`config.mk`:
```
export PLATFORM = sky130hd
export DESIGN_NAME = emmu_cfg_port
export DESIGN_NICKNAME = d
export VERILOG_FILES = /design/src/hdl/emmu_pkg.sv /design/src/hdl/emmu_cfg_port.sv
export SDC_FILE = /design/constraint.sdc
export NUM_CORES = 1
export LEC_CHECK = 0
export ABC_AREA = 0
export BUFFER_PORTS_ARGS = -buffer_cell sky130_fd_sc_hd__buf_2
export CAP_MARGIN = 20
export CORE_UTILIZATION = 36
export DETAILED_ROUTE_END_ITERATION = 10
export GPL_TIMING_DRIVEN = 0
export PLACE_DENSITY_LB_ADDON = 0.12
export SLEW_MARGIN = 20
export SYNTH_ARGS = -nofsm -noshare
export SYNTH_HDL_FRONTEND = slang
export SYNTH_SLANG_ARGS = --single-unit
export TNS_END_PERCENT = 20
```
`constraint.sdc`:
```
create_clock -name clk -period 3.1 [get_ports clk]
set_input_delay 0.62 -clock clk [delete_from_list [all_inputs] [get_ports clk]]
set_output_delay 0.62 -clock clk [all_outputs]
set_load 0.05 [all_outputs]
```
`src/hdl/emmu_pkg.sv`:
```
// shared geometry of the eMesh packet and translation table, referenced by scoped name
package emmu_pkg;

  // packet format
  localparam int pw = 104;      // full eMesh packet
  localparam int addr_lo = 8;   // dstaddr sits at packet bits 39:8

  // mi register interface
  localparam int dw = 32;       // mi data width, also the low half of an entry

  // translation table
  localparam int tab_aw = 12;   // 4096 entries
  localparam int tab_dw = 48;   // only bits 43:0 feed the translated address

  // untouched page offset
  localparam int off_w = 20;

  // destination address as seen by the translator
  // raw for passthrough, page for table lookup
  typedef union packed {
    logic [dw-1:0] raw;          // whole dstaddr
    struct packed {
      logic [tab_aw-1:0] index;  // dstaddr[31:20], table select
      logic [off_w-1:0] offset;  // dstaddr[19:0], carried through
    } page;
  } emesh_addr_u;

  // index plus offset must fill the address word exactly
  // 12 + 20 = 32, so the union has no padding

  // entry layout, for reference
  //   [31:0]  low half, written by mi_addr[2] = 0
  //   [47:32] high half, written by mi_addr[2] = 1
  //   [43:0]  upper 44 bits of the translated 64 bit address
  //   [47:44] spare, stored and read back only

  // translated address layout
  //   [63:20] entry[43:0]
  //   [19:0]  page offset
  //   [31:0]  goes back into the packet
  //   [63:32] leaves on the hi port

  // mi address layout
  //   [14:3] entry select
  //   [2]    half select
  //   [1:0]  word aligned, ignored
  //   [15]   ignored

endpackage

```
`src/hdl/emmu_cfg_port.sv`:
```
// mi register access front end, holds one table operation and returns readback
`timescale 1ns/1ps

module emmu_cfg_port (
  input  logic                          clk,
  input  logic                          rst_n,
  // mi interface
  input  logic                          mi_en,      // sampled on the edge
  input  logic                          mi_we,
  input  logic [15:0]                   mi_addr,
  input  logic [emmu_pkg::dw-1:0]       mi_din,
  output logic [emmu_pkg::dw-1:0]       mi_dout,
  output logic                          mi_dout_valid,
  output logic                          mi_busy,
  // request to the arbiter
  output logic                          cfg_req,
  output logic                          cfg_we,
  output logic                          cfg_half,
  output logic [emmu_pkg::tab_aw-1:0]   cfg_idx,
  output logic [emmu_pkg::dw-1:0]       cfg_wdata,
  input  logic                          cfg_done,
  input  logic                          cfg_rvalid,
  input  logic [emmu_pkg::tab_dw-1:0]   ram_rdata
);

  logic                        pend_q;   // operation waiting for the table
  logic                        we_q;
  logic                        half_q;   // mi_addr[2]
  logic [emmu_pkg::tab_aw-1:0] idx_q;    // mi_addr[14:3]
  logic [emmu_pkg::dw-1:0]     wdata_q;
  logic [emmu_pkg::dw-1:0]     rd_sel;   // addressed half of the entry
  logic [emmu_pkg::dw-1:0]     dout_q;   // last readback, held
  logic                        accept;

  // new access only when idle, mi_en during busy is dropped
  assign accept = mi_en & ~pend_q;

  always_ff @(posedge clk or negedge rst_n) begin
    if (!rst_n) begin
      pend_q <= 1'b0;
    end else if (accept) begin
      pend_q <= 1'b1;
    end else if (cfg_done) begin
      pend_q <= 1'b0;  // table did it this cycle
    end
  end

  // operation payload, only loaded on accept
  always_ff @(posedge clk) begin
    if (accept) begin
      we_q    <= mi_we;
      half_q  <= mi_addr[2];
      idx_q   <= mi_addr[14:3];
      wdata_q <= mi_din;
    end
  end

  assign cfg_req   = pend_q;
  assign cfg_we    = we_q;
  assign cfg_half  = half_q;
  assign cfg_idx   = idx_q;
  assign cfg_wdata = wdata_q;

  // busy from the cycle after mi_en until the op is done
  assign mi_busy = pend_q;

  // high half comes back zero-extended
  assign rd_sel = half_q ?
    {{(2*emmu_pkg::dw-emmu_pkg::tab_dw){1'b0}},
     ram_rdata[emmu_pkg::tab_dw-1:emmu_pkg::dw]} :
    ram_rdata[emmu_pkg::dw-1:0];

  // keep the value after the pulse, ram_rdata moves on with traffic
  always_ff @(posedge clk) begin
    if (cfg_rvalid) begin
      dout_q <= rd_sel;
    end
  end

  assign mi_dout       = cfg_rvalid ? rd_sel : dout_q;
  assign mi_dout_valid = cfg_rvalid;  // one cycle after cfg_done of a read

endmodule

```
### Word level (Yosys, flattened, before mapping)

Index checks and enable logic that the tools add are counted.

| operators by class | value |
|---|---|
| bitwise logic cells | 2 |
| reduce and logical (&&, ||, !) cells | 1 |
| multiplexer cells | 4 |

Operators by type and width:

| kind | number |
|---|---|
| 32-bit two-way mux | 2 |
| 1-bit two-way mux | 2 |
| 2-bit nonzero test | 1 |
| 1-bit bitwise AND | 1 |
| 1-bit inverter | 1 |

| storage, ports and cells | value |
|---|---|
| register bits after elaboration | 79 |
| bits of input ports | 102 |
| output and inout bits | 81 |
| word-level logic and storage cells | 13 |

### Longest topological paths before layout

Gate-level depths: netlist (run 1).

| depth | value |
|---|---|
| word-level depth | 3 |
| depth in mapped cells | 4 |
| gate-level depth less buffers | 2 |

### Least setup slack after synthesis (run 1)

No wires, ideal clock.

| path | value |
|---|---|
| kind | reg-to-reg |
| start point | register pend_q, in the netlist cfg_req |
| end point | register half_q, in the netlist cfg_half, enable pin |
| path buffers | 0 |
| required time | 2.646 ns |
| clock period less this slack | 3.163 ns |
| setup slack | -0.063 ns |
| arrival | 2.709 ns |
| cell stages (with the launch flop) | 2 |
| path through | dfrtp_1 > nor2b_1 |

| between the ends | value |
|---|---|
| word-level cells in the longest chain between the ends | 2 |

RTL lines:

| element | line | text |
|---|---|---|
| from (decl) | emmu_cfg_port.sv:26 | `logic pend_q;` |
| from (signal assigned) | emmu_cfg_port.sv:40 | `pend_q <= 1'b0;` |
| from (signal assigned) | emmu_cfg_port.sv:42 | `pend_q <= 1'b1;` |
| from (signal assigned) | emmu_cfg_port.sv:44 | `pend_q <= 1'b0;` |
| 1-bit inverter | emmu_cfg_port.sv:36 | `assign accept = mi_en & ~pend_q;` |
| 1-bit bitwise AND | emmu_cfg_port.sv:36 |  |
| via accept | emmu_cfg_port.sv:33 | `logic accept;` |
| to (signal assigned) | emmu_cfg_port.sv:52 | `half_q <= mi_addr[2];` |
| to (decl) | emmu_cfg_port.sv:28 | `logic half_q;` |

The timed path passes the listed nets, and every way through them passes these cells.
A chain may end at the register's enable or synchronous reset.

### Worst setup path in the final report (run 1)

| path | value |
|---|---|
| start point | register half_q, in the netlist cfg_half |
| end point | output port mi_dout[25] in the netlist's numbering |

| between the ends | value |
|---|---|
| word-level cells in the longest chain between the ends | 2 |

RTL lines:

| element | line | text |
|---|---|---|
| 32-bit two-way mux | emmu_cfg_port.sv:68 | `assign rd_sel = half_q ?` |
| 32-bit two-way mux | -- |  |
| to (decl) | emmu_cfg_port.sv:12 | `output logic [emmu_pkg::dw-1:0] mi_dout,` |

Every way passes these cells.

==> metrics.txt, run 1 <==
cells after synthesis 160; Top cell by count, worst path buf_6; Die Ht ~87 um; largest family of logic cells by synthesized area compound AO/OA/AOI/OAI gates; fmax around 0.43 GHz; PwrDens 670 nW/um^2; CP Class flop to output port; CP arrival between 1.5 and 2 ns; vias in the first global route 1,813; Async SR Flop Fraction under 10%; Reg clk slew, reported paths about 0.090 ns; Syn Nets approximately 260; core area about 6900 um^2; I/O Pins between 150 and 200; maxcap violations 0; peak supply drop 0.327 mV; RSZ-0062 raised after global routing no; worst setup margin ~0.79 ns; largest net degree at the start of global routing 27; Sink Count slightly below 80; Logic pwr share around a fifth; clk buf depth 2; setup slack after placement approximately 0.91 ns; Synth top area share roughly 53%; Area growth syn-to-layout 48.6%; first-pass GRT wire length 8160 um; DRC Markers 0; sequential fraction of design power 47.0%; Critical R2R Capture cfg_wdata[27]; gr usage total 14.6%; Routed Wire Length 5800 um; largest area contributor in the netlist edfxtp_1; Final Hold Fails 0; r2r worst-path depth 2; Synth Area in Compound Gates roughly 8.5%; RePlAce Congestion between 0.6 and 0.7; Avg WL per Cell around 13 um; fin crit share 74.4%; H-tree lvl count 3; CTS Root Cell clkbuf_8; top-count cell post-synth edfxtp_1; std cell rows 30; Distinct cells, synth 17; synth top area cells edfxtp_1 (53%), dfxtp_1 (25%), mux2i_1 (6.1%); reg2reg start cfg_req; ys flop type edfxtp_1; Final Skew 0.0107 ns; PortBufs approximately 180; hold slack between 0.03 and 0.04 ns; reg-to-reg slack, setup approximately 1.5 ns; setup violators final 0; adder-cell share of the synthesized area 0%; iteration-0 DRC count of the detailed router between 50 and 60; Startpoint Class flop; Filler Cell Count around 660; ANT nets after route 0; switching power 799 uW; slowest CP cell edfxtp_1; CP Capture Type output port; grt total ovfl 0; Post-synth EDFFs 46; Largest stage delay, worst path 0.41 ns; mapped cell area around 2600 um^2; warnings from Yosys 0; switching part of the total between 30% and 40%; Starting Density between 30% and 40%; status complete, no violations; most frequent cells after synthesis edfxtp_1 (46), dfxtp_1 (32), a21oi_1 (17), nor2_1 (17), mux2i_1 (16); Clk pwr share between 30% and 40%; Setup crit start cfg_half; minimum clock period between 2 and 2.5 ns; postcts setup bufs 0; ANT cells 0; CP Max Fanout 10; Hold Buf Count CTS 0; Clock Latency Late Sink around 0.34 ns; Num CTS Buffers 9; antenna violations before repair 0; XOR/XNOR Fraction of Synth Area 0%; Synth Register Bits 79; Pleak 0.00183 uW; worst hold path class input pin to async pin; CTS tree done; Die W between 80 and 90 um; worst-path cell chain buf_6 > nor2b_4 > buf_6 > a22o_1 > buf_2; simple logic cell fraction of the synthesized area 3.50%; register area share after synthesis about four fifths; mux contribution to synthesized area ~6%; total power approximately 2600 uW; die area between 7000 and 8000 um^2; Final Util around 56%; required time worst endpoint about 2.5 ns; fraction of layout cells with a size suffix above 1 approximately three fifths; setup TNS 0 ns; DR pass1 iterations 4; max-slew violations 0; vias per cell roughly 4.4; Rel. slew slack 56.8%; Via Count ~2,000; Syn Area/Cell about 16 um^2; internal power approximately 1800 uW; Worst Tran Pin Value around 0.65 ns; final net count 452; Post-CTS Resized 0; dpl hpwl approximately 4500 um
[stage by stage]
step | instance area, um^2 | cells
finish | 3880 | 451
floorplan | 2620 | 160
CTS | 3880 | 451
global route | 3880 | 451
detailed placement | 3660 | 435
global placement | 3630 | 434
[power by group through the flow]
stage	registers, uW	clock network [uW]	logic [uW]
2_1_floorplan	1390	0	253
3_3_place_gp	1250	0	544
3_5_place_dp	1250	0	556
4_1_cts	1220	848	557
5_1_grt	1230	890	580
6_report	1220	828	552
[sequential cells by signal (all words and copies together), names as in the netlist]
signal and cells:
cfg_idx 12, cfg_we 1, dout_q 32, cfg_wdata 32, cfg_req 1, cfg_half 1
[critical path: cells and delay by family (launching register included)]
family / cells / cell delay (ns)
and+or+nand+nor: 1 / 0.18
DFF: 1 / 0.41
buffers and inverters: 3 / 0.61
AOI/OAI and AO/OA: 1 / 0.15
[how the worst max path moves through the flow]
stage                     depth (start not counted)  slack, ns     endpoint
final                                             5       0.79  mi_dout[25]
after global routing                              5       0.69  mi_dout[20]
after CTS                                         5       0.76   mi_dout[9]
after detailed placement                          5       0.91  mi_dout[25]
after global placement                            2       0.31   cfg_idx[0]
after floorplan                                   4       0.56  mi_dout[10]
[final cells by class]
type,count,area [um^2],area share (%)
well taps,96,120,3.09
repair buffers,179,918,23.7
plain buffers,10,85.1,2.19
multi-input cells,69,480,12.4
inverters,2,7.51,0.193
clock buffers,12,166,4.29
clock inverters,4,56.3,1.45
flip-flops and latches,79,2050,52.7
[cell families (layout without fill, tap and decap cells)]
group / after synthesis / in the layout
mux: 16 / 16
simple gates: 20 / 20
buf+inv: 12 / 207
flops: 79 / 79
compound gates: 33 / 33
[cells in the final DEF (no fill, tap or decap), types with 2 or more instances in the layout]
| cell | n |
|---|---|
| a21oi_1 | 17 |
| a22o_1 | 15 |
| buf_2 | 182 |
| buf_4 | 3 |
| buf_6 | 2 |
| clkbuf_8 | 10 |
| dfxtp_1 | 32 |
| edfxtp_1 | 46 |
| inv_6 | 3 |
| mux2i_1 | 16 |
| nor2_1 | 17 |
| nor2b_4 | 2 |
[metal layers]
layer / track usage [%] / share of wire, %
met4: 8.49 / 2.3
met5: 0 / 0
met3: 5.59 / 11
met1: 16.0 / 38
met2: 24.1 / 48
No activity file was read; power rests on OpenSTA's default activity.
==> inputs of run 2 (changes only) <==
- clock period: 3.1 -> 1.95 ns (I/O delays scaled with it)
==> run 2 against run 1 <==
The flow now finishes with violations (negative setup slack). Via count rose by 0.25%. Sequential power increased by 59%. Total power grew 59%. First-iteration DRC count decreased by 25%. Combinational power increased by 77%. Setup slack got worse by 0.84 ns. Critical endpoint is now mi_dout[28]. Flip-flop and latch count stayed put. Critical path type unchanged. Critical path depth did not move. Utilization grew 3.2 points. Cell count is 0.22% higher. Largest power group unchanged.
==> metrics.txt, run 2 (synthesized netlist as in run 1, its figures left out) <==
status complete, but fails checks (was complete, no violations); failing checks negative setup slack; Pleak 0.00188 uW (was 0.00183 uW); Routed Wire Length 5930 um (was 5800 um); Met1 Wirelength 2260 um (was 2210 um); DRC Markers 0 (unchanged); RePlAce Congestion 0.705 (was 0.657); vias per cell 4.42 (about the same); Rel. slew slack 54.7% (was 56.8%); first-pass GRT wire length 8440 um (was 8160 um); required time worst endpoint 1.56 ns (was 2.48 ns); worst hold path class input pin to flop (was input pin to async pin); minimum clock period between 1.5 and 2 ns; most frequent cells in the layout buf_2 (150), edfxtp_1 (46), dfxtp_1 (32), buf_6 (20), nor2_1 (17) (was buf_2 (182), edfxtp_1 (46), dfxtp_1 (32), nor2_1 (17), a21oi_1 (17)); CTS Root Cell clkbuf_8 (unchanged); CTS tree done (unchanged); I/O Pins 183 (unchanged); Final Instance Area 4100 um^2 (was 3880 um^2); Setup crit start cfg_half (unchanged); setup slack after placement 0.228 ns (was 0.911 ns); highest routed metal layer met4 (unchanged); CP Max Fanout 10 (unchanged); Reg clk slew, reported paths 0.08 ns (was 0.09 ns); iteration-0 DRC count of the detailed router 44 (was 59); RSZ-0062 raised after global routing yes (was no); clk buf depth 2 (unchanged); largest net degree at the start of global routing 26 (was 27); postcts setup bufs 0 (unchanged); Avg WL per Cell 13.1 um (was 12.9 um); Post-DP Area 3690 um^2 (was 3660 um^2); std cell rows 30 (unchanged); CP arrival 1.60 ns (was 1.69 ns); PortBufs 178 (unchanged); Starting Density 37.8% (unchanged); final net count 453 (was 452); Final Skew 0.0114 ns (was 0.0107 ns); fmax 0.501 GHz; Final Hold Fails 0 (unchanged); post-route insts no fill 452 (was 451); setup violators final 9 (was 0); CP Capture Type output port (unchanged); Startpoint Class flop (unchanged); Num CTS Buffers 9 (unchanged); vias in the first global route 1,839 (was 1,813); ANT nets after route 0 (unchanged); Worst Tran Pin Value 0.677 ns (was 0.646 ns); gr usage total 15.0% (was 14.6%); Area growth syn-to-layout 57.0% (was 48.6%); Die Ht 87.2 um (unchanged); fin crit share 102%; die area 7600 um^2 (unchanged); maxcap violations 0 (unchanged); fraction of layout cells with a size suffix above 1 62.6% (was 58.3%); worst setup margin -0.0443 ns (was 0.793 ns); wire length on met2 2910 um (was 2800 um); peak supply drop 0.424 mV (was 0.327 mV); reg2reg start cfg_req (unchanged); met3 WL post-DR 649 um (was 652 um); max-slew violations 0 (unchanged); grt total ovfl 0 (unchanged); DR pass1 iterations 4 (unchanged); Cells after DPL 435 (unchanged); ANT cells 0 (unchanged); core area 6910 um^2 (unchanged); Clock Latency Late Sink 0.33 ns (was 0.34 ns); Sink Count 79 (unchanged); Via Count 2,000 (was 1,995); H-tree lvl count 3 (unchanged); CP Class flop to output port (unchanged); antenna violations before repair 0 (unchanged); dpl hpwl 4410 um (was 4460 um); most common library cell in the layout ignoring fill and taps buf_2 (unchanged); Worst Hold Launch cfg_done; Die W 87.2 um (unchanged); PwrDens 1010 nW/um^2 (was 670 nW/um^2)
[run 2: power breakdown]
| part | switching, uW | total [uW] | internal (uW) |
|---|---|---|---|
| Sequential | 35.2 | 1940 | 1910 |
| Combinational | 664 | 976 | 312 |
| Clock | 575 | 1210 | 630 |
[run 2: final timing paths]
kind                       cells after the start  slack, ns           end
min in group asynchronous                      2       0.35       cfg_req
max                                            5      -0.04   mi_dout[28]
min                                            2       0.21       cfg_req
max reg2reg                                    2       0.36  cfg_wdata[9]
max in group asynchronous                      2       1.52       cfg_req
min reg2reg                                    2       0.49    dout_q[29]
[run 2: through the flow]
stage	TNS, ns	utilization (%)	hold WS (ns)	power (uW)
CTS	-0.830	58.4	0.188	4150
finish	-0.292	59.4	0.213	4120
global placement	0	53.1	0.165	2860
floorplan	-2.64	-	0.0944	2620
detailed placement	0	53.5	0.167	2880
global route	-1.78	59.4	0.193	4290
[run 2: layout make-up]
cell class | instances | area, um^2
Clock inverter | 6 | 67.6
Tap cell | 96 | 120
Buffer | 10 | 85.1
Multi-Input combinational cell | 69 | 547
Sequential cell | 79 | 2050
Timing Repair Buffer | 180 | 1090
Fill cell | 607 | 2800
Clock buffer | 10 | 138
Inverter | 2 | 7.51
[run 2: routing by layer]
layer / track usage [%] / up-vias
li1: - / 975
met1: 17.0 / 900
met2: 24.5 / 117
met3: 5.31 / 8
met4: 9.09 / 0
met5: 0 / -
[run 2: worst max-delay path, cell delays in order, from the launching register on]
cell      delay (ns)
edfxtp_1        0.41
buf_6           0.18
nor2b_4         0.18
buf_6           0.17
a22o_1          0.17
buf_6           0.17
[run 2: repair_timing]
item,4_1_cts,5_1_grt
cloned,0,0
pin swaps,11,5
gates resized for setup,41,27
endpoints found under the setup margin,23,30
hold buffers,1,0
hold endpoints to repair,1,0
