[config.mk]
export PLATFORM = sky130hd
export DESIGN_NAME = emmu_arbiter
export DESIGN_NICKNAME = d
export VERILOG_FILES = /design/src/hdl/emmu_pkg.sv /design/src/hdl/emmu_arbiter.sv
export SDC_FILE = /design/constraint.sdc
export NUM_CORES = 1
export LEC_CHECK = 0
export ABC_CLOCK_PERIOD_IN_PS = 1200
export BUFFER_PORTS_ARGS = -buffer_cell sky130_fd_sc_hd__buf_2
export CELL_PAD_IN_SITES_DETAIL_PLACEMENT = 0
export CELL_PAD_IN_SITES_GLOBAL_PLACEMENT = 2
export CORE_MARGIN = 10
export CORE_UTILIZATION = 10
export CTS_BUF_LIST = sky130_fd_sc_hd__clkbuf_8 sky130_fd_sc_hd__clkbuf_16
export DETAILED_ROUTE_END_ITERATION = 16
export PLACE_DENSITY_LB_ADDON = 0.1
export SETUP_SLACK_MARGIN = 0.02
export SKIP_CTS_REPAIR_TIMING = 1
export SLEW_MARGIN = 20
export SYNTH_ARGS = -nofsm -noshare
export SYNTH_HDL_FRONTEND = slang
export SYNTH_SLANG_ARGS = --single-unit
[constraint.sdc]
create_clock -name clk -period 1.2 [get_ports clk]
set_input_delay 0.3 -clock clk [delete_from_list [all_inputs] [get_ports clk]]
set_output_delay 0.3 -clock clk [all_outputs]
set_load 0.1 [all_outputs]
[src/hdl/emmu_pkg.sv]
// shared geometry of the eMesh packet and translation table, referenced by scoped name
package emmu_pkg;

  // packet format
  localparam int pw = 104;      // full eMesh packet
  localparam int addr_lo = 8;   // dstaddr sits at packet bits 39:8

  // mi register interface
  localparam int dw = 32;       // mi data width, also the low half of an entry

  // translation table
  localparam int tab_aw = 12;   // 4096 entries
  localparam int tab_dw = 48;   // only bits 43:0 feed the translated address

  // untouched page offset
  localparam int off_w = 20;

  // destination address as seen by the translator
  // raw for passthrough, page for table lookup
  typedef union packed {
    logic [dw-1:0] raw;          // whole dstaddr
    struct packed {
      logic [tab_aw-1:0] index;  // dstaddr[31:20], table select
      logic [off_w-1:0] offset;  // dstaddr[19:0], carried through
    } page;
  } emesh_addr_u;

  // index plus offset must fill the address word exactly
  // 12 + 20 = 32, so the union has no padding

  // entry layout, for reference
  //   [31:0]  low half, written by mi_addr[2] = 0
  //   [47:32] high half, written by mi_addr[2] = 1
  //   [43:0]  upper 44 bits of the translated 64 bit address
  //   [47:44] spare, stored and read back only

  // translated address layout
  //   [63:20] entry[43:0]
  //   [19:0]  page offset
  //   [31:0]  goes back into the packet
  //   [63:32] leaves on the hi port

  // mi address layout
  //   [14:3] entry select
  //   [2]    half select
  //   [1:0]  word aligned, ignored
  //   [15]   ignored

endpackage

[src/hdl/emmu_arbiter.sv]
// fixed-priority owner of the table port, translator first, config port on free cycles
`timescale 1ns/1ps

module emmu_arbiter (
  input  logic                          clk,
  input  logic                          rst_n,
  // translator side, never stalls
  input  logic                          xl_req,
  input  logic [emmu_pkg::tab_aw-1:0]   xl_idx,
  // config side, waits for a gap
  input  logic                          cfg_req,    // level until cfg_done
  input  logic                          cfg_we,
  input  logic                          cfg_half,   // 0 low word, 1 high 16 bits
  input  logic [emmu_pkg::tab_aw-1:0]   cfg_idx,
  input  logic [emmu_pkg::dw-1:0]       cfg_wdata,
  output logic                          cfg_done,   // op performed this cycle
  output logic                          cfg_rvalid, // read data on ram_rdata now
  // table port
  output logic                          ram_en,
  output logic                          ram_we_lo,
  output logic                          ram_we_hi,
  output logic [emmu_pkg::tab_aw-1:0]   ram_addr,
  output logic [emmu_pkg::tab_dw-1:0]   ram_wdata,
  input  logic [emmu_pkg::tab_dw-1:0]   ram_rdata
);

  logic xl_gnt;     // translator owns the port
  logic cfg_gnt;    // config port owns the port
  logic cfg_rd_q;   // last read was issued for the config port

  // translator wins every cycle it asks
  assign xl_gnt  = xl_req;
  assign cfg_gnt = cfg_req & ~xl_req;

  assign ram_en   = xl_gnt | cfg_gnt;
  assign ram_addr = xl_gnt ? xl_idx : cfg_idx;

  // writes only ever come from the config side
  assign ram_we_lo = cfg_gnt & cfg_we & ~cfg_half;
  assign ram_we_hi = cfg_gnt & cfg_we & cfg_half;

  // place write data in the addressed half, other half zero
  always_comb begin
    ram_wdata = '0;
    if (cfg_half) begin
      ram_wdata[emmu_pkg::tab_dw-1:emmu_pkg::dw] =
        cfg_wdata[emmu_pkg::tab_dw-emmu_pkg::dw-1:0];  // only 16 bits fit
    end else begin
      ram_wdata[emmu_pkg::dw-1:0] = cfg_wdata;
    end
  end

  assign cfg_done = cfg_gnt;  // one pulse, pending op clears on it

  // remember who issued the read now in flight
  always_ff @(posedge clk or negedge rst_n) begin
    if (!rst_n) begin
      cfg_rd_q <= 1'b0;
    end else begin
      cfg_rd_q <= cfg_gnt & ~cfg_we;
    end
  end

  // ram_rdata is shared, this flags the config copy
  assign cfg_rvalid = cfg_rd_q;

  // translator reads ram_rdata directly one cycle after xl_req
  // no valid needed there since it never loses arbitration

endmodule

# Word-level counts from Yosys, hierarchy flattened
# Index checks and enable logic that the tools add are counted.
# classes
mux	3
n_bitwise	9
# op_table
cell	count
32-bit 2-to-1 mux	1
16-bit 2-to-1 mux	1
12-bit 2-to-1 mux	1
1-bit AND	5
1-bit inverter	3
1-bit bitwise OR	1
# word_totals
regBits	1
in_bits	110
out_inout_bits	65
word_cells	13

# Longest topological paths before layout
# Gate-level depths: netlist of the first run.
# logic_depth
ltp_word	4
mapped_depth	3
depth_no_buf	1

# Worst setup path after synthesis of the first run
# No wires, ideal clock.
# synth_path
path_kind	input port to output port
start	in cfg_half
end	out ram_wdata[13] in the netlist's numbering
arrival_time_ps	1806
t_required_ps	900
slack_ps	-906
path_stages	2
n_path_buf	1
cell_sequence	clkbuf_1 > nor2b_1
# synth_between
elab_chain_len	1
# synth_lines
item	line_no	text
from (decl)	emmu_arbiter.sv:13	input logic cfg_half,
32-bit 2-to-1 mux	emmu_arbiter.sv:45	if (cfg_half) begin
to (decl)	emmu_arbiter.sv:23	output logic [emmu_pkg::tab_dw-1:0] ram_wdata,
# Every way passes these cells.

# Worst setup path after layout of the first run
# layout_path
start	in xl_req
end	out ram_we_lo
# layout_between
elab_chain_len	4
# layout_lines
item	line_no	text
from (decl)	emmu_arbiter.sv:8	input logic xl_req,
1-bit inverter	emmu_arbiter.sv:33	assign cfg_gnt = cfg_req & ~xl_req;
1-bit AND	emmu_arbiter.sv:33	
1-bit AND (2 in a row)	emmu_arbiter.sv:39	assign ram_we_lo = cfg_gnt & cfg_we & ~cfg_half;
to (decl)	emmu_arbiter.sv:20	output logic ram_we_lo,
# Every way passes these cells.

==> results.cfg, run 1 <==
[global_routing]
grt_use_total_pct = 8.12
grt_pass1_wl_mm = 6.41
grt_pass1_vias = 1112
grt_overflow_total = 0
grt_antenna_before_repair = 0
grt_max_degree = 31

[pwr]
p_leak_nw = 1.34
p_clk_share_pct = 0
peakVddDrop_mv = 0.364
swShare_pct = 58.8
p_sw_mw = 1.18
p_int_mw = 0.824
comb_power_share_pct = 98.1
sequentialPowerShare_pct = 1.9
cellPowerDensity_nw_per_um2 = 726

[placed_design]
placed_cells = 272
gp_congestion = 0.731
dp_slack_ns = -0.272
place.port_buffers = 126
post-dp-hpwl_mm = 4.09

[floorplan]
row_count = 27
die_y_um = 96.9
chipWidth_um = 96.9
start_util_pct = 10.6
io_pins = 175
core_area_sq_um = 5610
die_area_sq_um = 9400

[synthesis]
synth_xor_area_share_pct = 0
ys_seq_area_share_pct = 4.23
synth_area_sq_um = 592
synth_fa_ha_area_share_pct = 0
muxShareOfSynthArea_pct = 26.0
synth_edf_count = 0
synthSimpleGateAreaFrac_pct = 61.1
yosys.area.top_type = nor2b_1
netlist.area_leader.share_pct = 21.1
synth_ff_type = dfrtp_1
synth_common_cells = 20 x nor2b_1, 16 x and2_1, 12 x and2b_1
ys_top_cells_by_area = nor2b_1 21%, and2_1 17%, and2b_1 15%
synth-seq-cells = 1
synth_top_family_by_area = simple AND/OR/NAND/NOR gates
synth_area_per_cell_sq_um = 8.11
async_reset_ff_share_pct = 100
syn_nets = 183
yosysMostFrequentCell = nor2b_1
synthCells = 73
synth_compound_area_share_pct = 0
yosysUniqueCellTypes = 15
yosys_warnings = 0

[final_layout]
largest_register_ffs = 1
nets = 319
area_growth_pct = 366
fin_cells = 279
drive_gt1_share_pct = 99.5
diodes = 0
post-route-util_pct = 49.1

[detailed_routing]
vias_per_cell = 3.71
firstDrtPassIters = 3
wl_mm = 4.71
drc = 0
vias = 1035
routedWlPerCell_um = 16.9
ant_nets = 0
drt_iter0_drc = 21

[sta]
slew_violations = 0
relSlewSlack_pct = 86.4
fmax_mhz = 737
timing.final.ws_setup_ns = -0.156
setup_viol = 60
rsz0062_at_grt = yes
hold_viol_final = 0
fin_crit_sh_pct = 113
setup_tns_ns = -4.22
tightest_slew_ns = 0.205
period_minus_slack_ns = 1.36

[run]
drv_cap = 0

[worst_setup_path]
worstPathRequired_ns = 0.90
worstPathMaxFanout = 5
critical_path_class = input pin to primary output
arrival_ns = 1.06
crit_path_end_kind = primary output
cp-start-kind = input pin

[clock_tree]
clk_pin_slew_ns = 0

[outcome]
violations = negative setup slack
status = finished with violations

[hold_path]
min_path_type = input pin to async pin
==> final timing paths <==
| check | startpoint | end | slack (ns) |
|---|---|---|---|
| max in group asynchronous | rst_n | cfg_rvalid$_DFF_PN0_ | 1.03 |
| hold / removal | rst_n | cfg_rvalid$_DFF_PN0_ | 0.08 |
| min in group clk | cfg_we | cfg_rvalid$_DFF_PN0_ | 0.50 |
| setup / recovery | xl_req | ram_we_lo | -0.16 |
==> critical path, cell delays in order <==
cell	delay, ns
buf_12	0.11
buf_12	0.12
and4bb_4	0.34
buf_12	0.17
==> placed cells by master, fill, tap and decap left out, drive strengths merged <==
master and n:
mux2 12, or2 1, buf 137, and4b 1
and2 16, nor3b 1, and4bb 1, clkbuf 4
nor2b 20, and2b 13, dfrtp 1
==> per-layer routing <==
metal	vias up	part of all wire, %	global-route usage [%]
met5	-	0	0
met4	0	0	0
met3	0	8.4	2.41
met2	63	59	17.3
met1	473	32	7.58
li1	499	-	-
==> cells by family (layout without fill, tap and decap cells) <==
kind of cell,count (synthesis),in the layout
mux,12,12
simple gates,53,53
buf+inv,7,141
flops,1,1
==> power by group through the flow <==
| stage | logic [mW] | clock network, mW | registers [mW] |
|---|---|---|---|
| after floorplan | 1.20 | 0 | 0.0459 |
| after global placement | 1.82 | 0 | 0.0369 |
| after detailed placement | 1.84 | 0 | 0.0371 |
| after CTS | 1.84 | 0 | 0.0371 |
| after global routing | 2.02 | 0 | 0.0371 |
| final | 1.96 | 0 | 0.0371 |
==> metrics by stage <==
stage	instance area, sq um	hold slack, ns	power, mW
after floorplan	910	0.00441	1.24
after global placement	2460	0.0740	1.86
final	2760	0.0773	2.00
after global routing	2760	0.0848	2.05
after CTS	2460	0.0806	1.88
after detailed placement	2460	0.0803	1.88
==> area by class of cell <==
| cell class | count | area, sq um |
|---|---|---|
| Fill cell | 518 | 2850 |
| Timing Repair Buffer | 141 | 1880 |
| Multi-Input combinational cell | 65 | 762 |
| Tap cell | 72 | 90.1 |
| Sequential cell | 1 | 26.3 |
No activity file was read; power rests on OpenSTA's default activity.
==> run 2, diff against run 1 <==
--- a/config.mk
+++ b/config.mk
@@ -5,6 +5,7 @@
 export SDC_FILE = /design/constraint.sdc
 export NUM_CORES = 1
 export LEC_CHECK = 0
+export ABC_AREA = 1
 export ABC_CLOCK_PERIOD_IN_PS = 1200
 export BUFFER_PORTS_ARGS = -buffer_cell sky130_fd_sc_hd__buf_2
 export CELL_PAD_IN_SITES_DETAIL_PLACEMENT = 0
==> results.cfg, run 2 <==
[synthesis]
netlist.area_leader.share_pct = 32.7
ys_top_cells_by_area = nand2_1 33%, inv_1 31%, nor2_1 22%
synth_ff_type = dfrtp_1
yosys_warnings = 0
yosysUniqueCellTypes = 10
synth_top_family_by_area = simple AND/OR/NAND/NOR gates
synth_area_per_cell_sq_um = 4.05
yosys.area.top_type = nand2_1
ys_seq_area_share_pct = 4.12
synthSimpleGateAreaFrac_pct = 56.0
synth_xor_area_share_pct = 0
synth_area_sq_um = 608
synth-seq-cells = 1
syn_nets = 260
synthCells = 150
synth_common_cells = 53 x nand2_1, 50 x inv_1, 35 x nor2_1
synth_compound_area_share_pct = 0
async_reset_ff_share_pct = 100
synth_edf_count = 0
muxShareOfSynthArea_pct = 0
synth_fa_ha_area_share_pct = 0
yosysMostFrequentCell = nand2_1

[worst_setup_path]
worstPathMaxFanout = 6
worstPathRequired_ns = 0.90
crit_path_end_kind = primary output
arrival_ns = 0.90
cp-start-kind = input pin
critical_path_class = input pin to primary output

[global_routing]
grt_use_total_pct = 8.26
grt_pass1_vias = 1300
grt_overflow_total = 0
grt_max_degree = 13
grt_antenna_before_repair = 0
grt_pass1_wl_mm = 6.78

[sta]
fin_crit_sh_pct = 100
period_minus_slack_ns = 1.20
slew_violations = 0
fmax_mhz = 833
timing.final.ws_setup_ns = -0.0000772
tightest_slew_ns = 0.181
setup_viol = 1
rsz0062_at_grt = yes
hold_viol_final = 0
relSlewSlack_pct = 87.9

[floorplan]
die_area_sq_um = 9600
io_pins = 175
core_area_sq_um = 5920
chipWidth_um = 98.0
start_util_pct = 10.3
die_y_um = 98.0
row_count = 28

[placed_design]
post-dp-hpwl_mm = 4.06
place.port_buffers = 126
gp_congestion = 0.704
placed_cells = 355

[detailed_routing]
drt_iter0_drc = 18
vias_per_cell = 3.63
drc = 0
wl_mm = 4.62
vias = 1303
ant_nets = 0
firstDrtPassIters = 3
routedWlPerCell_um = 12.9

[run]
drv_cap = 0

[pwr]
p_leak_nw = 1.54
peakVddDrop_mv = 0.335
cellPowerDensity_nw_per_um2 = 669
total_power_mw = 2.14

[outcome]
status = finished with violations
violations = negative setup slack

[final_layout]
largest_register_ffs = 1
area_growth_pct = 425
drive_gt1_share_pct = 84.2
nets = 396
mostFrequentLayoutCells = 70 x buf_12, 59 x buf_2, 35 x nor2_4
fin_cells = 359
diodes = 0
final_common_cell = buf_12

[hold_path]
min_path_type = input pin to async pin

[clock_tree]
clk_pin_slew_ns = 0
-- run 2: changes by cell type after synthesis, sizes merged, moves of 13 or more --
| cell | delta |
|---|---|
| nor2 | +35 |
| nor2b | -20 |
| nand2 | +53 |
| and2 | -16 |
| inv | +51 |
| and2b | -13 |
-- run 2: routing by layer --
layer / vias to the layer above / routed length [um] / global-route usage (%)
li1: 668 / - / -
met1: 570 / 1380 / 7.89
met2: 65 / 2540 / 15.1
met3: 0 / 704 / 5.78
met4: 0 / 0 / 0
met5: - / 0 / 0
-- run 2: kinds of logic after synthesis --
kind of cell | count (synthesis)
buffers and inverters | 59
DFF | 1
and+or+nand+nor | 90
-- run 2: through the flow --
| step | utilization, % | hold WS (ns) | setup TNS (ns) | area [sq um] | setup slack [ns] |
|---|---|---|---|---|---|
| 2_1_floorplan | - | 0.00441 | -7.51 | 1150 | -0.167 |
| 3_3_place_gp | 48.2 | 0.0740 | -4.14 | 2850 | -0.130 |
| 3_5_place_dp | 48.2 | 0.0771 | -4.54 | 2850 | -0.144 |
| 4_1_cts | 48.2 | 0.0771 | -4.53 | 2850 | -0.141 |
| 5_1_grt | 53.9 | 0.0775 | -0.319 | 3190 | -0.0260 |
| 6_report | 53.9 | 0.0767 | -0.0000772 | 3190 | -0.0000772 |
-- run 2: final timing paths --
check | start | endpoint | slack, ns | cells past startpoint
min in group clk | cfg_we | cfg_rvalid$_DFF_PN0_ | 0.52 | 2
min | rst_n | cfg_rvalid$_DFF_PN0_ | 0.08 | 1
max in group asynchronous | rst_n | cfg_rvalid$_DFF_PN0_ | 1.03 | 1
max | cfg_half | ram_wdata[7] | -0.00008 | 4
-- run 2: cell type report --
class | instances | area [sq um]
Multi-Input combinational cell | 90 | 891
Fill cell | 513 | 2730
Timing Repair Buffer | 142 | 1910
Tap cell | 75 | 93.8
Sequential cell | 1 | 26.3
Inverter | 51 | 267
-- run 2: worst max-delay path, stage by stage --
cell	delay (ns)
clkbuf_16	0.14
clkbuf_16	0.17
nor2_4	0.10
buf_12	0.18
-- run 2: where the power goes --
part | internal (mW) | switching [mW]
Combinational | 0.763 | 1.34
Clock | 0 | 0
Sequential | 0.0359 | 0.00103
Total | 0.799 | 1.34
==> run 3, diff against run 2 <==
--- a/config.mk
+++ b/config.mk
@@ -15,7 +15,6 @@
 export CTS_BUF_LIST = sky130_fd_sc_hd__clkbuf_8 sky130_fd_sc_hd__clkbuf_16
 export DETAILED_ROUTE_END_ITERATION = 16
 export PLACE_DENSITY_LB_ADDON = 0.1
-export SETUP_SLACK_MARGIN = 0.02
 export SKIP_CTS_REPAIR_TIMING = 1
 export SLEW_MARGIN = 20
 export SYNTH_ARGS = -nofsm -noshare
==> results.cfg, run 3 (synthesis results as in run 2) <==
[clock_tree]
clk_pin_slew_ns = 0

[sta]
rsz0062_at_grt = yes
period_minus_slack_ns = 1.23
timing.final.ws_setup_ns = -0.0313
fmax_mhz = 812
slew_violations = 0
whs_ns = 0.0748
relSlewSlack_pct = 88.2
fin_crit_sh_pct = 103
setup_tns_ns = -0.105
hold_viol_final = 0
setup_viol = 18
tightest_slew_ns = 0.176

[worst_setup_path]
crit_buf_inv = 4
critical_path_class = input pin to primary output
arrival_ns = 0.93
worstPathRequired_ns = 0.90
crit_path_frequent_cell = buf_12
slowest_stage = buf_12
crit_path_end_kind = primary output
critPathTopFamily = buffers and inverters
cp_slowest_stage_delay_ns = 0.17
worstPathMaxFanout = 8
path_cells = buf_16 > buf_12 > nand2_2 > clkinvlp_4 > buf_12
cp-start-kind = input pin

[placed_design]
dp_slack_ns = -0.134
gp_congestion = 0.723
place.port_buffers = 126
placed_cells = 353
dpl_cell_area_sq_um = 2800
post-dp-hpwl_mm = 4.04

[floorplan]
die_area_sq_um = 9600
core_area_sq_um = 5920
row_count = 28
io_pins = 175
start_util_pct = 10.3
chipWidth_um = 98.0
die_y_um = 98.0

[final_layout]
fillers = 521
drive_gt1_share_pct = 84.8
diodes = 0
mostFrequentLayoutCells = 71 x buf_12, 59 x buf_2, 35 x nor2_4
nets = 395
post-route-util_pct = 53.8
area_growth_pct = 424
design_area_sq_um = 3180
fin_cells = 358
largest_register_ffs = 1
final_common_cell = buf_12

[pwr]
total_power_mw = 2.13
cellPowerDensity_nw_per_um2 = 670
peakVddDrop_mv = 0.353
p_leak_nw = 1.53

[hold_path]
min_path_type = input pin to async pin

[detailed_routing]
vias_per_cell = 3.56
ant_nets = 0
firstDrtPassIters = 3
vias = 1273
wl_mm = 4.63
routedWlPerCell_um = 12.9
drt_iter0_drc = 10
drc = 0

[run]
drv_cap = 0

[global_routing]
grt_use_total_pct = 8.09
grt_max_degree = 17
grt_overflow_total = 0
grt_pass1_vias = 1287
grt_antenna_before_repair = 0
grt_pass1_wl_mm = 6.72

[outcome]
status = finished with violations
violations = negative setup slack
==> run 3: cell count changes in the layout (fill, tap and decap cells not counted), sizes merged <==
| cell | before | now |
|---|---|---|
| buf | 138 | 137 |
==> run 3: power by group <==
| group | leakage [nW] | switching [mW] | total (mW) | internal (mW) |
|---|---|---|---|---|
| sequential | 0.0135 | 0.00103 | 0.0367 | 0.0356 |
| clock | 0 | 0 | 0 | 0 |
| combinational | 1.52 | 1.34 | 2.10 | 0.762 |
| total | 1.53 | 1.34 | 2.13 | 0.798 |
==> run 3: worst max-delay path by stage <==
stage | start | depth (start not counted) | endpoint | slack (ns)
after detailed placement | cfg_half | 5 | ram_we_hi | -0.13
after floorplan | cfg_half | 3 | ram_wdata[0] | -0.21
after CTS | cfg_half | 5 | ram_we_hi | -0.14
after global placement | cfg_half | 5 | ram_wdata[44] | -0.13
final | cfg_half | 5 | ram_wdata[47] | -0.03
after global routing | cfg_half | 5 | ram_wdata[47] | -0.05
==> run 3: routing by layer <==
layer | track usage [%] | vias up | share of wire, %
li1 | - | 667 | -
met1 | 8.47 | 540 | 34
met2 | 14.6 | 66 | 52
met3 | 4.65 | 0 | 14
met4 | 0 | 0 | 0
met5 | 0 | - | 0
==> run 3: final cells by class <==
| type | instances | area (sq um) | area share, % |
|---|---|---|---|
| timing repair buffer | 141 | 1910 | 59.9 |
| multi-input combinational | 90 | 888 | 27.9 |
| inverter | 51 | 269 | 8.45 |
| tap | 75 | 93.8 | 2.95 |
| sequential | 1 | 25.0 | 0.786 |
