<file path="src/hdl/emmu_pkg.sv">
// shared geometry of the eMesh packet and translation table, referenced by scoped name
package emmu_pkg;

  // packet format
  localparam int pw = 104;      // full eMesh packet
  localparam int addr_lo = 8;   // dstaddr sits at packet bits 39:8

  // mi register interface
  localparam int dw = 32;       // mi data width, also the low half of an entry

  // translation table
  localparam int tab_aw = 12;   // 4096 entries
  localparam int tab_dw = 48;   // only bits 43:0 feed the translated address

  // untouched page offset
  localparam int off_w = 20;

  // destination address as seen by the translator
  // raw for passthrough, page for table lookup
  typedef union packed {
    logic [dw-1:0] raw;          // whole dstaddr
    struct packed {
      logic [tab_aw-1:0] index;  // dstaddr[31:20], table select
      logic [off_w-1:0] offset;  // dstaddr[19:0], carried through
    } page;
  } emesh_addr_u;

  // index plus offset must fill the address word exactly
  // 12 + 20 = 32, so the union has no padding

  // entry layout, for reference
  //   [31:0]  low half, written by mi_addr[2] = 0
  //   [47:32] high half, written by mi_addr[2] = 1
  //   [43:0]  upper 44 bits of the translated 64 bit address
  //   [47:44] spare, stored and read back only

  // translated address layout
  //   [63:20] entry[43:0]
  //   [19:0]  page offset
  //   [31:0]  goes back into the packet
  //   [63:32] leaves on the hi port

  // mi address layout
  //   [14:3] entry select
  //   [2]    half select
  //   [1:0]  word aligned, ignored
  //   [15]   ignored

endpackage

</file>
<file path="src/hdl/emmu_xlate.sv">
// eMesh packet path, issues the table lookup and rebuilds the packet with the translated address
`timescale 1ns/1ps

module emmu_xlate (
  input  logic                          clk,
  input  logic                          rst_n,
  input  logic                          mmu_en,        // 0 passes the address through
  // eMesh in
  input  logic                          emesh_access_in,
  input  logic [emmu_pkg::pw-1:0]       emesh_packet_in,
  // lookup
  output logic                          xl_req,
  output logic [emmu_pkg::tab_aw-1:0]   xl_idx,
  input  logic [emmu_pkg::tab_dw-1:0]   ram_rdata,     // entry, one cycle after xl_req
  // eMesh out
  output logic                          emmu_access_out,
  output logic [emmu_pkg::pw-1:0]       emmu_packet_out,
  output logic [emmu_pkg::dw-1:0]       emmu_packet_hi_out
);

  localparam int ent_w = 2*emmu_pkg::dw - emmu_pkg::off_w;  // 44 entry bits used
  localparam int da_hi = emmu_pkg::addr_lo + emmu_pkg::dw;  // first bit above dstaddr

  emmu_pkg::emesh_addr_u in_addr;   // incoming dstaddr
  emmu_pkg::emesh_addr_u pkt_addr;  // dstaddr of the packet in flight

  logic                          access_q;
  logic [emmu_pkg::pw-1:0]       pkt_q;     // packet waiting for its entry
  logic [ent_w-1:0]              ent_q;     // entry of the last translated packet
  logic [ent_w-1:0]              entry;
  logic [2*emmu_pkg::dw-1:0]     xaddr;     // full 64 bit output address

  // lookup goes out the same cycle as the access
  assign in_addr.raw = emesh_packet_in[da_hi-1:emmu_pkg::addr_lo];
  assign xl_req      = emesh_access_in;
  assign xl_idx      = in_addr.page.index;

  // strobe delay matches the registered table read
  always_ff @(posedge clk or negedge rst_n) begin
    if (!rst_n) begin
      access_q <= 1'b0;
    end else begin
      access_q <= emesh_access_in;
    end
  end

  // one packet in flight, replaced on every access
  always_ff @(posedge clk) begin
    if (emesh_access_in) begin
      pkt_q <= emesh_packet_in;
    end
  end

  // ram_rdata may change under config reads while idle
  // so hold the entry that belongs to pkt_q
  always_ff @(posedge clk) begin
    if (access_q) begin
      ent_q <= ram_rdata[ent_w-1:0];
    end
  end

  assign entry    = access_q ? ram_rdata[ent_w-1:0] : ent_q;
  assign pkt_addr.raw = pkt_q[da_hi-1:emmu_pkg::addr_lo];

  // translated {entry, offset}, or raw address with zero upper word
  assign xaddr = mmu_en ? {entry, pkt_addr.page.offset} :
                          {{emmu_pkg::dw{1'b0}}, pkt_addr.raw};

  // splice low word back, rest of the packet untouched
  assign emmu_packet_out = {pkt_q[emmu_pkg::pw-1:da_hi],
                            xaddr[emmu_pkg::dw-1:0],
                            pkt_q[emmu_pkg::addr_lo-1:0]};  // ctrl byte

  assign emmu_packet_hi_out = xaddr[2*emmu_pkg::dw-1:emmu_pkg::dw];
  assign emmu_access_out    = access_q;

endmodule

</file>
<file path="config.mk">
export PLATFORM = sky130hd
export DESIGN_NAME = emmu_xlate
export DESIGN_NICKNAME = d
export VERILOG_FILES = /design/src/hdl/emmu_pkg.sv /design/src/hdl/emmu_xlate.sv
export SDC_FILE = /design/constraint.sdc
export NUM_CORES = 1
export LEC_CHECK = 0
export BUFFER_PORTS_ARGS = -buffer_cell sky130_fd_sc_hd__buf_2
export CAP_MARGIN = 15
export CORE_MARGIN = 5
export CORE_UTILIZATION = 45
export DETAILED_ROUTE_END_ITERATION = 16
export GPL_ROUTABILITY_DRIVEN = 0
export PLACE_DENSITY = 0.9
export SYNTH_ARGS = -nofsm -noshare
export SYNTH_HDL_FRONTEND = slang
export SYNTH_SLANG_ARGS = --single-unit
</file>
<file path="constraint.sdc">
create_clock -name clk -period 1.6 [get_ports clk]
set_input_delay 0.08 -clock clk [delete_from_list [all_inputs] [get_ports clk]]
set_output_delay 0.08 -clock clk [all_outputs]
set_load 0.05 [all_outputs]
</file>
; ---- Word-level counts from Yosys, hierarchy flattened
; Index checks and enable logic that the tools add are counted.
[op_classes]
mux = 2
[op_table]
columns = cell, n
row1 = 64-bit 2-to-1 mux, 1
row2 = 44-bit 2-to-1 mux, 1
[totals]
reg_bits = 149
elab_cells = 5
inputBits = 156
output_inout_bits = 150

; ---- Longest topological paths before layout
; Gate-level depths: netlist of run 1.
[logic_depth]
ltp_word = 2
mapped_depth = 4
ltp_nobuf = 2

; ---- Worst setup path after synthesis of run 1
; No wires, ideal clock.
[synth_path]
kind = flip-flop to output port
startpoint = reg access_q, in the netlist emmu_access_out
endpoint = out emmu_packet_hi_out[11] (netlist name)
arrival_time_ps = 1650
path_buffers = 2
required_time_ps = 1520
stages_incl_launch_ff = 5
path_slack_ps = -130
cell_sequence = dfrtp_1 buf_6 buf_4 mux2_2 and2_1
[synth_via]
elab_chain_len = 2
[synth_lines]
columns = element, line_no
row1 = from (decl), emmu_xlate.sv:27  ; logic access_q;
row2 = from (signal assigned), emmu_xlate.sv:43  ; access_q <= emesh_access_in;
row3 = 44-bit 2-to-1 mux, emmu_xlate.sv:62  ; assign entry = access_q ? ram_rdata[ent_w-1:0] : ent_q;
row4 = via entry[23], emmu_xlate.sv:30  ; logic [ent_w-1:0] entry;
row5 = 64-bit 2-to-1 mux, emmu_xlate.sv:66  ; assign xaddr = mmu_en ? {entry, pkt_addr.page.offset} :
row6 = to (decl), emmu_xlate.sv:18  ; output logic [emmu_pkg::dw-1:0] emmu_packet_hi_out
; The timed path passes the listed nets, and every way through them passes these cells.

; ---- Worst setup path after layout of run 1
[layout_path]
startpoint = reg access_q, in the netlist emmu_access_out
endpoint = out emmu_packet_out[28] (netlist name)
[layout_via]
elab_chain_len = 2
[layout_lines]
columns = element, line_no
row1 = 44-bit 2-to-1 mux, emmu_xlate.sv:62
row2 = via entry[0], emmu_xlate.sv:30
row3 = 64-bit 2-to-1 mux, emmu_xlate.sv:66
row4 = to (decl), emmu_xlate.sv:17  ; output logic [emmu_pkg::pw-1:0] emmu_packet_out,
; The timed path passes the listed nets, and every way through them passes these cells.

==> metrics, run 1 <==
post-synth top area cell=edfxtp_1; Core Footprint=12600 µm²; Die Y=~120 µm; antenna-violating nets left=0; FP Rows=41; skew final=approximately 5.7 ps; Worst-Skew Late Latency=roughly 410 ps; CP Cell Sequence=buf_12 > mux2_2 > mux2_2 > buf_6; max cap viols=0; DP HPWL=roughly 9800 µm; first-pass GRT wire length=24900 µm; Worst-path clk slew=approximately 60 ps; final wirelength=approximately 18000 µm; IO Pins=roughly 300; DRT Pass-1 Iters=5; P&R area growth vs syn=64.3%; endpoints failing hold=0; proportion of layout cells with a drive suffix above 1=59.1%; die area=roughly 15000 µm²; clk sinks=~150; largest net degree at the start of global routing=between 50 and 60; Mean Syn Cell Area=around 16 µm²; YS warnings=0; RSZ-0062 raised after global routing=yes; #FFs+latches synth=~150; share of the synthesized area in the top cell type=between 50% and 60%; DRC=0; max-slew violations=0; Data required, critical path=1520 ps; Static Leak=between 0.004 and 0.005 µW; area post-placement=about 6800 µm²; initial core utilization=between 40% and 50%; GRT Residual Overflow=0; post-synth cell types=11; number of global-route vias before repair=4648; Final #Nets=between 800 and 900; post-route cell area=~9500 µm²; post-synthesis sequential area ratio=approximately 70%; commonest non-fill, non-tap cells in the layout=256 x buf_2, 150 x dlygate4sd3_1, 104 x edfxtp_1; CP Max Fanout=15; CTS tree=yes; Max Clock Freq=between 500 and 600 MHz; Crit path arrival time=around 1800 ps; CTS Buf Count=17; total power=between 10000 and 15000 µW; Setup Crit Path Kind=reg -> out; peak supply drop=between 700 and 800 µV; relative max-transition margin=between 80% and 90%; final setup fails=44; DIE WIDTH=between 100 and 150 µm; gr usage total=22.1%; failing checks=negative setup slack; post-DR vias/cell=~4.5; Util after Layout=75.3%; max incr delay on CP=~430 ps; CP endpoint kind=output pin; Setup WS post-layout=-313 ps; DR WL/cell=19.5 µm; via count=4098; status=finished with violations; Final period util=120%; min Tclk post-route=roughly 1900 ps; WHS=59.8 ps; slew of the pin with the lowest slew margin=297 ps; Power per Cell Area=approximately 1200 nW/µm²; syn nets=approximately 500; H-tree Lvls=4; Min-Delay Path Class=in -> reg; Synth Instances=between 300 and 400; crit-path most repeated cell=mux2_2; most common cell after layout, fill and taps aside=buf_2; 1st-iter DRT viols=between 200 and 250; clock tree buffer depth=2; Critical-path top delay cell=dfrtp_2; Synth area leaders=edfxtp_1 54%, dfxtp_1 15%, buf_4 14%, mux2_2 7.8%, mux2_4 4.2%; Clock Tree Root=clkbuf_16; antenna violations before repair=2; crit start category=register; Buffers on Ports=roughly 300; post-synthesis instance area=roughly 5800 µm²
-- metal layers --
metal	share of wire, %	GRT usage (%)	vias up
met1	34	22.0	1962
met3	9.2	7.09	39
li1	-	-	1878
met5	0.039	0	-
met2	55	42.4	217
met4	2.3	8.37	2
-- path summary, 6_finish.rpt --
path	from	to	cells after the start	slack [ps]
setup / recovery	emmu_access_out	emmu_packet_out[28]	4	-310
hold / removal	emesh_access_in	pkt_q[19]	1	60
setup reg to reg	emmu_access_out	ent_q[36]	4	290
hold reg to reg	ent_q[3]	ent_q[3]	1	470
max in group asynchronous	rst_n	emmu_access_out	3	970
min in group asynchronous	rst_n	emmu_access_out	3	510
-- cells by family (layout without fill, tap and decap cells) --
family,after synthesis,after routing,synth area share [%]
buffers and inverters,115,503,15.0
flip-flops,149,149,69.6
other,0,1,0
multiplexers,56,56,11.9
AND/OR/NAND/NOR,32,32,3.46
-- cell type report --
class,instances,area [µm²]
Sequential cell,149,4030
Timing Repair Buffer,471,3580
Fill cell,698,3110
Multi-Input combinational cell,88,1040
Clock buffer,17,425
Clock inverter,15,216
Tap cell,172,215
Antenna cell,1,2.50
-- worst max-delay path: cells and delay by family (launching register included) --
family / cells / cell delay, ps
muxes: 2 / 660
DFF: 1 / 430
buffers and inverters: 2 / 320
-- flip-flops by register name (all words and copies together), names as in the netlist --
signal,flops
pkt_q,104
ent_q,44
emmu_access_out,1
-- report_power, final --
| group | switching [µW] | leakage [µW] | internal [µW] |
|---|---|---|---|
| Sequential | 106 | 0.00140 | 4480 |
| Combinational | 1580 | 0.00257 | 1020 |
| Clock | 1650 | 0.000301 | 2660 |
-- metrics by stage --
step	setup slack (ps)	cells	setup TNS, ps
2_1_floorplan	9.58	352	0
3_3_place_gp	108	716	0
3_5_place_dp	91.2	716	0
4_1_cts	-327	902	-10860
5_1_grt	-349	913	-12600
6_report	-313	913	-10940
-- synth_stat cells --
library cell / count
dfxtp_1: 44
dfrtp_1: 1
buf_2: 2
edfxtp_1: 104
mux2_2: 40
buf_12: 1
buf_6: 2
mux2_4: 16
buf_4: 107
and2_1: 32
clkbuf_1: 3
-- repair_timing --
action	CTS	global route
endpoints found under the hold margin	149	0
buffers inserted	3	9
gates cloned	1	1
gates resized for setup	87	58
endpoints found under the setup margin	44	44
hold buffers	150	0
No activity file was read; power rests on OpenSTA's default activity.
==> inputs of run 2 (changes only) <==
- CELL_PAD_IN_SITES_DETAIL_PLACEMENT: default -> 0
- CELL_PAD_IN_SITES_GLOBAL_PLACEMENT: default -> 2
- CORE_UTILIZATION: 45 -> 28
- PLACE_DENSITY: 0.9 -> 0.88
==> metrics, run 2 (synthesized netlist as in run 1, its figures left out) <==
FP Rows=52; area post-placement=6880 µm²; multi-input logic area=approximately 980 µm²; Final period util=118%; # diodes=0; peak supply drop=633 µV; final setup fails=between 40 and 50; RSZ-0062 raised after global routing=yes; post-route cell area=~9400 µm²; FF/Latch Area=4030 µm²; Die Y=roughly 150 µm; Crit path arrival time=1810 ps; largest net degree at the start of global routing=37; die area=around 24000 µm²; Data required, critical path=roughly 1500 ps; IO Pins=306; WHS=89.7 ps; DIE WIDTH=about 150 µm; Min-Delay Path Class=in -> reg; Gate power share=between 20% and 30%; status=finished with violations; relative max-transition margin=about four fifths; 1st-iter DRT viols=78; CP Buf/Inv Count=2; Worst setup startpoint=emmu_access_out; delay-heaviest family, CP=multiplexers; Core Footprint=~20000 µm²; CTS tree=yes; worst r2r src=emmu_access_out; crit start category=register; DP HPWL=a little under 10000 µm; Final #Nets=between 800 and 900; Clock Tree Root=clkbuf_16; DRC=0; CTS Buf Count=17; min Tclk post-route=about 1900 ps; initial core utilization=28.5%; endpoints failing hold=0; antenna violations before repair=0; clk sinks=149; CP Cell Sequence=buf_12 > mux2_2 > mux2_2 > buf_6; Switch Pwr=between 3000 and 4000 µW; Buffers on Ports=roughly 300; number of global-route vias before repair=roughly 4400; max incr delay on CP=430 ps; final wirelength=~16000 µm; Worst-Skew Late Latency=between 400 and 500 ps; Static Leak=0.00416 µW; Worst-path clk slew=approximately 60 ps; Hold Path Origin=emesh_access_in; Setup Crit Path Kind=reg -> out; Top reg by flops=pkt_q; skew final=slightly above 8 ps; Int Pwr=7620 µW; crit-path most repeated cell=mux2_2; DRT Pass-1 Iters=4; Flop pwr share=a little over two fifths; failing checks=negative setup slack; first-pass GRT wire length=between 20000 and 25000 µm; max cap viols=0; commonest non-fill, non-tap cells in the layout=256 x buf_2, 150 x dlygate4sd3_1, 104 x edfxtp_1; CP endpoint kind=output pin; Largest register FFs=104; gr usage total=a little over an eighth; most common cell after layout, fill and taps aside=buf_2; Setup WS post-layout=-287 ps; H-tree Lvls=4; slew of the pin with the lowest slew margin=around 320 ps; CP Max Fanout=12; GRT Residual Overflow=0; sw frac=30.2%; fillers=1762; proportion of layout cells with a drive suffix above 1=a little under three fifths; via count=roughly 3900; max-slew violations=0; P&R area growth vs syn=62.6%; Critical-path top delay cell=dfrtp_2; Max Clock Freq=~530 MHz; DR WL/cell=between 15 and 20 µm; Power per Cell Area=roughly 1200 nW/µm²; clock tree buffer depth=2; antenna-violating nets left=0; post-DR vias/cell=just under 4; clock share of power=a little over a third
==> run 2: cell types whose count changed in the layout (fill, tap and decap cells not counted), moves of 4 or more <==
cell / change
and2_1: +14
and2_4: -14
buf_4: +6
mux2_2: +6
mux2_4: -6
buf_8: -4
==> run 2: timing repair <==
action                                 4_1_cts  5_1_grt
resized for setup                          102       17
setup buffers                                3        1
endpoints found under the hold margin      149        0
setup endpoints to repair                   44       44
hold buffers                               150        0
gates cloned                                 3        0
==> run 2: per-stage QoR <==
stage	setup TNS [ps]	utilization, %	std cells	total power (µW)	worst slack [ps]
floorplan	0	-	352	6280	9.58
global placement	0	33.9	819	6570	105
detailed placement	0	33.9	819	6600	95.8
CTS	-12390	46.2	1007	11000	-315
global route	-13660	46.4	1007	11400	-358
finish	-10720	46.4	1007	10900	-287
==> run 2: worst register-to-register path, delay by kind of cell, from the launching register on <==
family   cells  cell delay [ps]
buf+inv      3              420
flops        1              450
mux          1              300
==> run 2: cell type report <==
cell class	instances	share of cell area, %
timing repair buffer	468	37.1
sequential	149	42.8
tap	270	3.59
multi-input combinational	88	10.4
clock inverter	15	1.54
clock buffer	17	4.52
==> run 2: path summary, 6_finish.rpt <==
kind,endpoint,slack (ps),cells after the start
setup / recovery,emmu_packet_out[30],-290,4
hold / removal,pkt_q[83],90,1
setup reg to reg,ent_q[39],320,4
hold reg to reg,ent_q[16],470,1
max in group asynchronous,emmu_access_out,980,3
min in group asynchronous,emmu_access_out,510,3
==> run 2: routing by layer <==
layer / vias to the layer above / routed length [µm] / GRT usage (%)
met5: - / 0 / 0
met4: 0 / 210 / 4.16
met3: 16 / 1470 / 5.42
met2: 209 / 8050 / 22.8
met1: 1847 / 6080 / 14.4
li1: 1871 / - / -
==> run 2: power groups by stage <==
stage / Combinational (µW) / Sequential (µW) / Clock [µW]
finish: 2490 / 4560 / 3860
floorplan: 1650 / 4620 / 0
global placement: 1950 / 4630 / 0
global route: 2600 / 4590 / 4190
detailed placement: 1960 / 4640 / 0
CTS: 2460 / 4560 / 4010
==> inputs of run 3 (changes only) <==
- ABC_AREA: default -> 1
- CORE_UTILIZATION: 28 -> 27
- PLACE_DENSITY: 0.88 -> 0.9
- clock period: 1.6 -> 1.78 ns (I/O delays scaled with it)
==> metrics, run 3 <==
Hold Path Depth=2; Setup Crit Path Kind=reg -> out; Die Y=about 160 µm; Power per Cell Area=approximately 1000 nW/µm²; CP Max Fanout=15; skew final=around 12 ps; final setup fails=0; IO Pins=roughly 310; Clock Tree Root=clkbuf_16; DRT Pass-1 Iters=6; first-pass GRT wire length=roughly 26000 µm; CP Buf/Inv Count=2; DIE WIDTH=about 160 µm; Worst-path clk slew=70 ps; gr usage total=a little over an eighth; CP Cell Sequence=clkbuf_16 > nand2_1 > a21oi_2 > buf_4; Crit path arrival time=roughly 1700 ps; Data required, critical path=1690 ps; # diodes=0; Mean Syn Cell Area=approximately 12 µm²; DRC=0; Most used DFF post-synth=edfxtp_1; most common cell after layout, fill and taps aside=buf_2; RSZ-0062 raised after global routing=yes; post-DR vias/cell=between 4 and 5; fillers=between 2000 and 2500; top-count cell post-synth=nand2_1; share of the synthesized area in the top cell type=52.6%; antenna violations before repair=0; Worst-Skew Late Latency=roughly 410 ps; post-synthesis sequential area ratio=67.8%; peak supply drop=about 550 µV; FF/Latch Area=about 4000 µm²; CTS tree=yes; max-slew violations=0; Top reg by flops=pkt_q; relative max-transition margin=about 70%; Post-synth top cells=134 x nand2_1, 105 x buf_4, 104 x edfxtp_1; Min-Delay Path Class=in -> reg; r2r worst-path depth=3; P&R area growth vs syn=59.4%; Synth area leaders=edfxtp_1 53%, dfxtp_1 15%, buf_4 13%, nand2_1 8.5%, a21oi_1 2.3%; min Tclk post-route=around 1800 ps; syn nets=650; 1st-iter DRT viols=149; final wirelength=approximately 18000 µm; YS warnings=0; #FFs+latches synth=between 100 and 150; CP Depth=4; GRT Residual Overflow=0; Static Leak=between 0.004 and 0.005 µW; number of global-route vias before repair=between 4000 and 5000; Final period util=between 90 and 100%; status=finished, final reports clean; endpoints failing hold=0; antenna-violating nets left=0; proportion of layout cells with a drive suffix above 1=46.0%; Synth Instances=494; Core Footprint=about 22000 µm²; Post-synth EDFFs=~100; delay-heaviest family, CP=flip-flops; Async SR Flop Fraction=less than 1%; CP endpoint kind=output pin; via count=4602; CTS Buf Count=17; crit start category=register; die area=~25000 µm²; largest net degree at the start of global routing=slightly below 80; commonest non-fill, non-tap cells in the layout=256 x buf_2, 151 x dlygate4sd3_1, 123 x nand2_1; post-synth top area cell=edfxtp_1; Buffers on Ports=around 300; max cap viols=0; initial core utilization=a little over a quarter; WHS=378 ps; post-synth cell types=17; Critical-path top delay cell=dfrtp_4; max incr delay on CP=about 570 ps; FP Rows=54; slew of the pin with the lowest slew margin=about 430 ps; post-route cell area=9470 µm²; post-synthesis instance area=around 5900 µm²; area post-placement=7070 µm²; multi-input logic area=1020 µm²; H-tree Lvls=4; clock tree buffer depth=2; Max Clock Freq=~570 MHz; Largest register FFs=104; Final #Nets=about 1000; clk sinks=between 100 and 150; DP HPWL=between 10000 and 15000 µm; DR WL/cell=15.6 µm
## run 3: changes by cell type after synthesis, moves of 10 or more
cell / change
nand2_1: +134
nand3_1: +12
mux2_4: -16
inv_1: +24
and2_1: -20
a21oi_1: +27
mux2_2: -40
nand2_2: +10
## run 3: worst paths after layout
| check | end | start | slack [ps] |
|---|---|---|---|
| hold / removal | pkt_q[47] | emesh_packet_in[47] | 380 |
| hold reg to reg | ent_q[42] | ent_q[42] | 460 |
| setup / recovery | emmu_packet_hi_out[10] | emmu_access_out | 10 |
| min in group asynchronous | emmu_access_out | rst_n | 510 |
| setup reg to reg | ent_q[4] | emmu_access_out | 630 |
| max in group asynchronous | emmu_access_out | rst_n | 1150 |
## run 3: area by class of cell
| class | instances | share of cell area [%] |
|---|---|---|
| Inverter | 26 | 1.16 |
| Tap cell | 280 | 3.70 |
| Timing Repair inverter | 1 | 0.119 |
| Clock buffer | 18 | 4.53 |
| Clock inverter | 14 | 1.74 |
| Sequential cell | 149 | 42.6 |
| Multi-Input combinational cell | 200 | 10.8 |
| Timing Repair Buffer | 461 | 35.4 |
## run 3: timing repair
item                       4_1_cts  5_1_grt
buffers inserted                 1        0
cloned                           0        2
setup endpoints to repair       35       36
gates resized for setup         20       85
hold buffers                   151        0
hold endpoints to repair       150        0
## run 3: per-stage QoR
stage	cells	TNS (ps)	power [µW]	util (%)	setup slack, ps
floorplan	494	0	5610	-	141
global placement	963	0	5910	32.5	376
detailed placement	963	0	5930	32.5	370
CTS	1147	0	9910	42.4	1.18
global route	1149	-1280	10300	43.5	-71.3
finish	1149	0	9850	43.5	12.7
## run 3: kinds of logic (layout without fill, tap and decap cells)
kind of cell / after synthesis / after routing / synth area share, %
simple gates: 168 / 168 / 11.8
flops: 149 / 149 / 67.8
buf+inv: 145 / 520 / 17.4
compound gates: 32 / 32 / 3.01
## run 3: power by group
| group | leakage, µW | internal (µW) | total [µW] | switching, µW |
|---|---|---|---|---|
| clock | 0.000287 | 2000 | 3620 | 1620 |
| combinational | 0.00263 | 709 | 2130 | 1420 |
| sequential | 0.00140 | 4010 | 4090 | 81.2 |
| total | 0.00432 | 6720 | 9850 | 3130 |
## run 3: per-layer routing
layer	wire, µm	vias up	GRT usage, %
met2	8900	219	23.4
met5	0	-	0
met1	6870	2127	15.4
met3	1680	21	4.32
li1	-	2235	-
met4	417	0	5.28
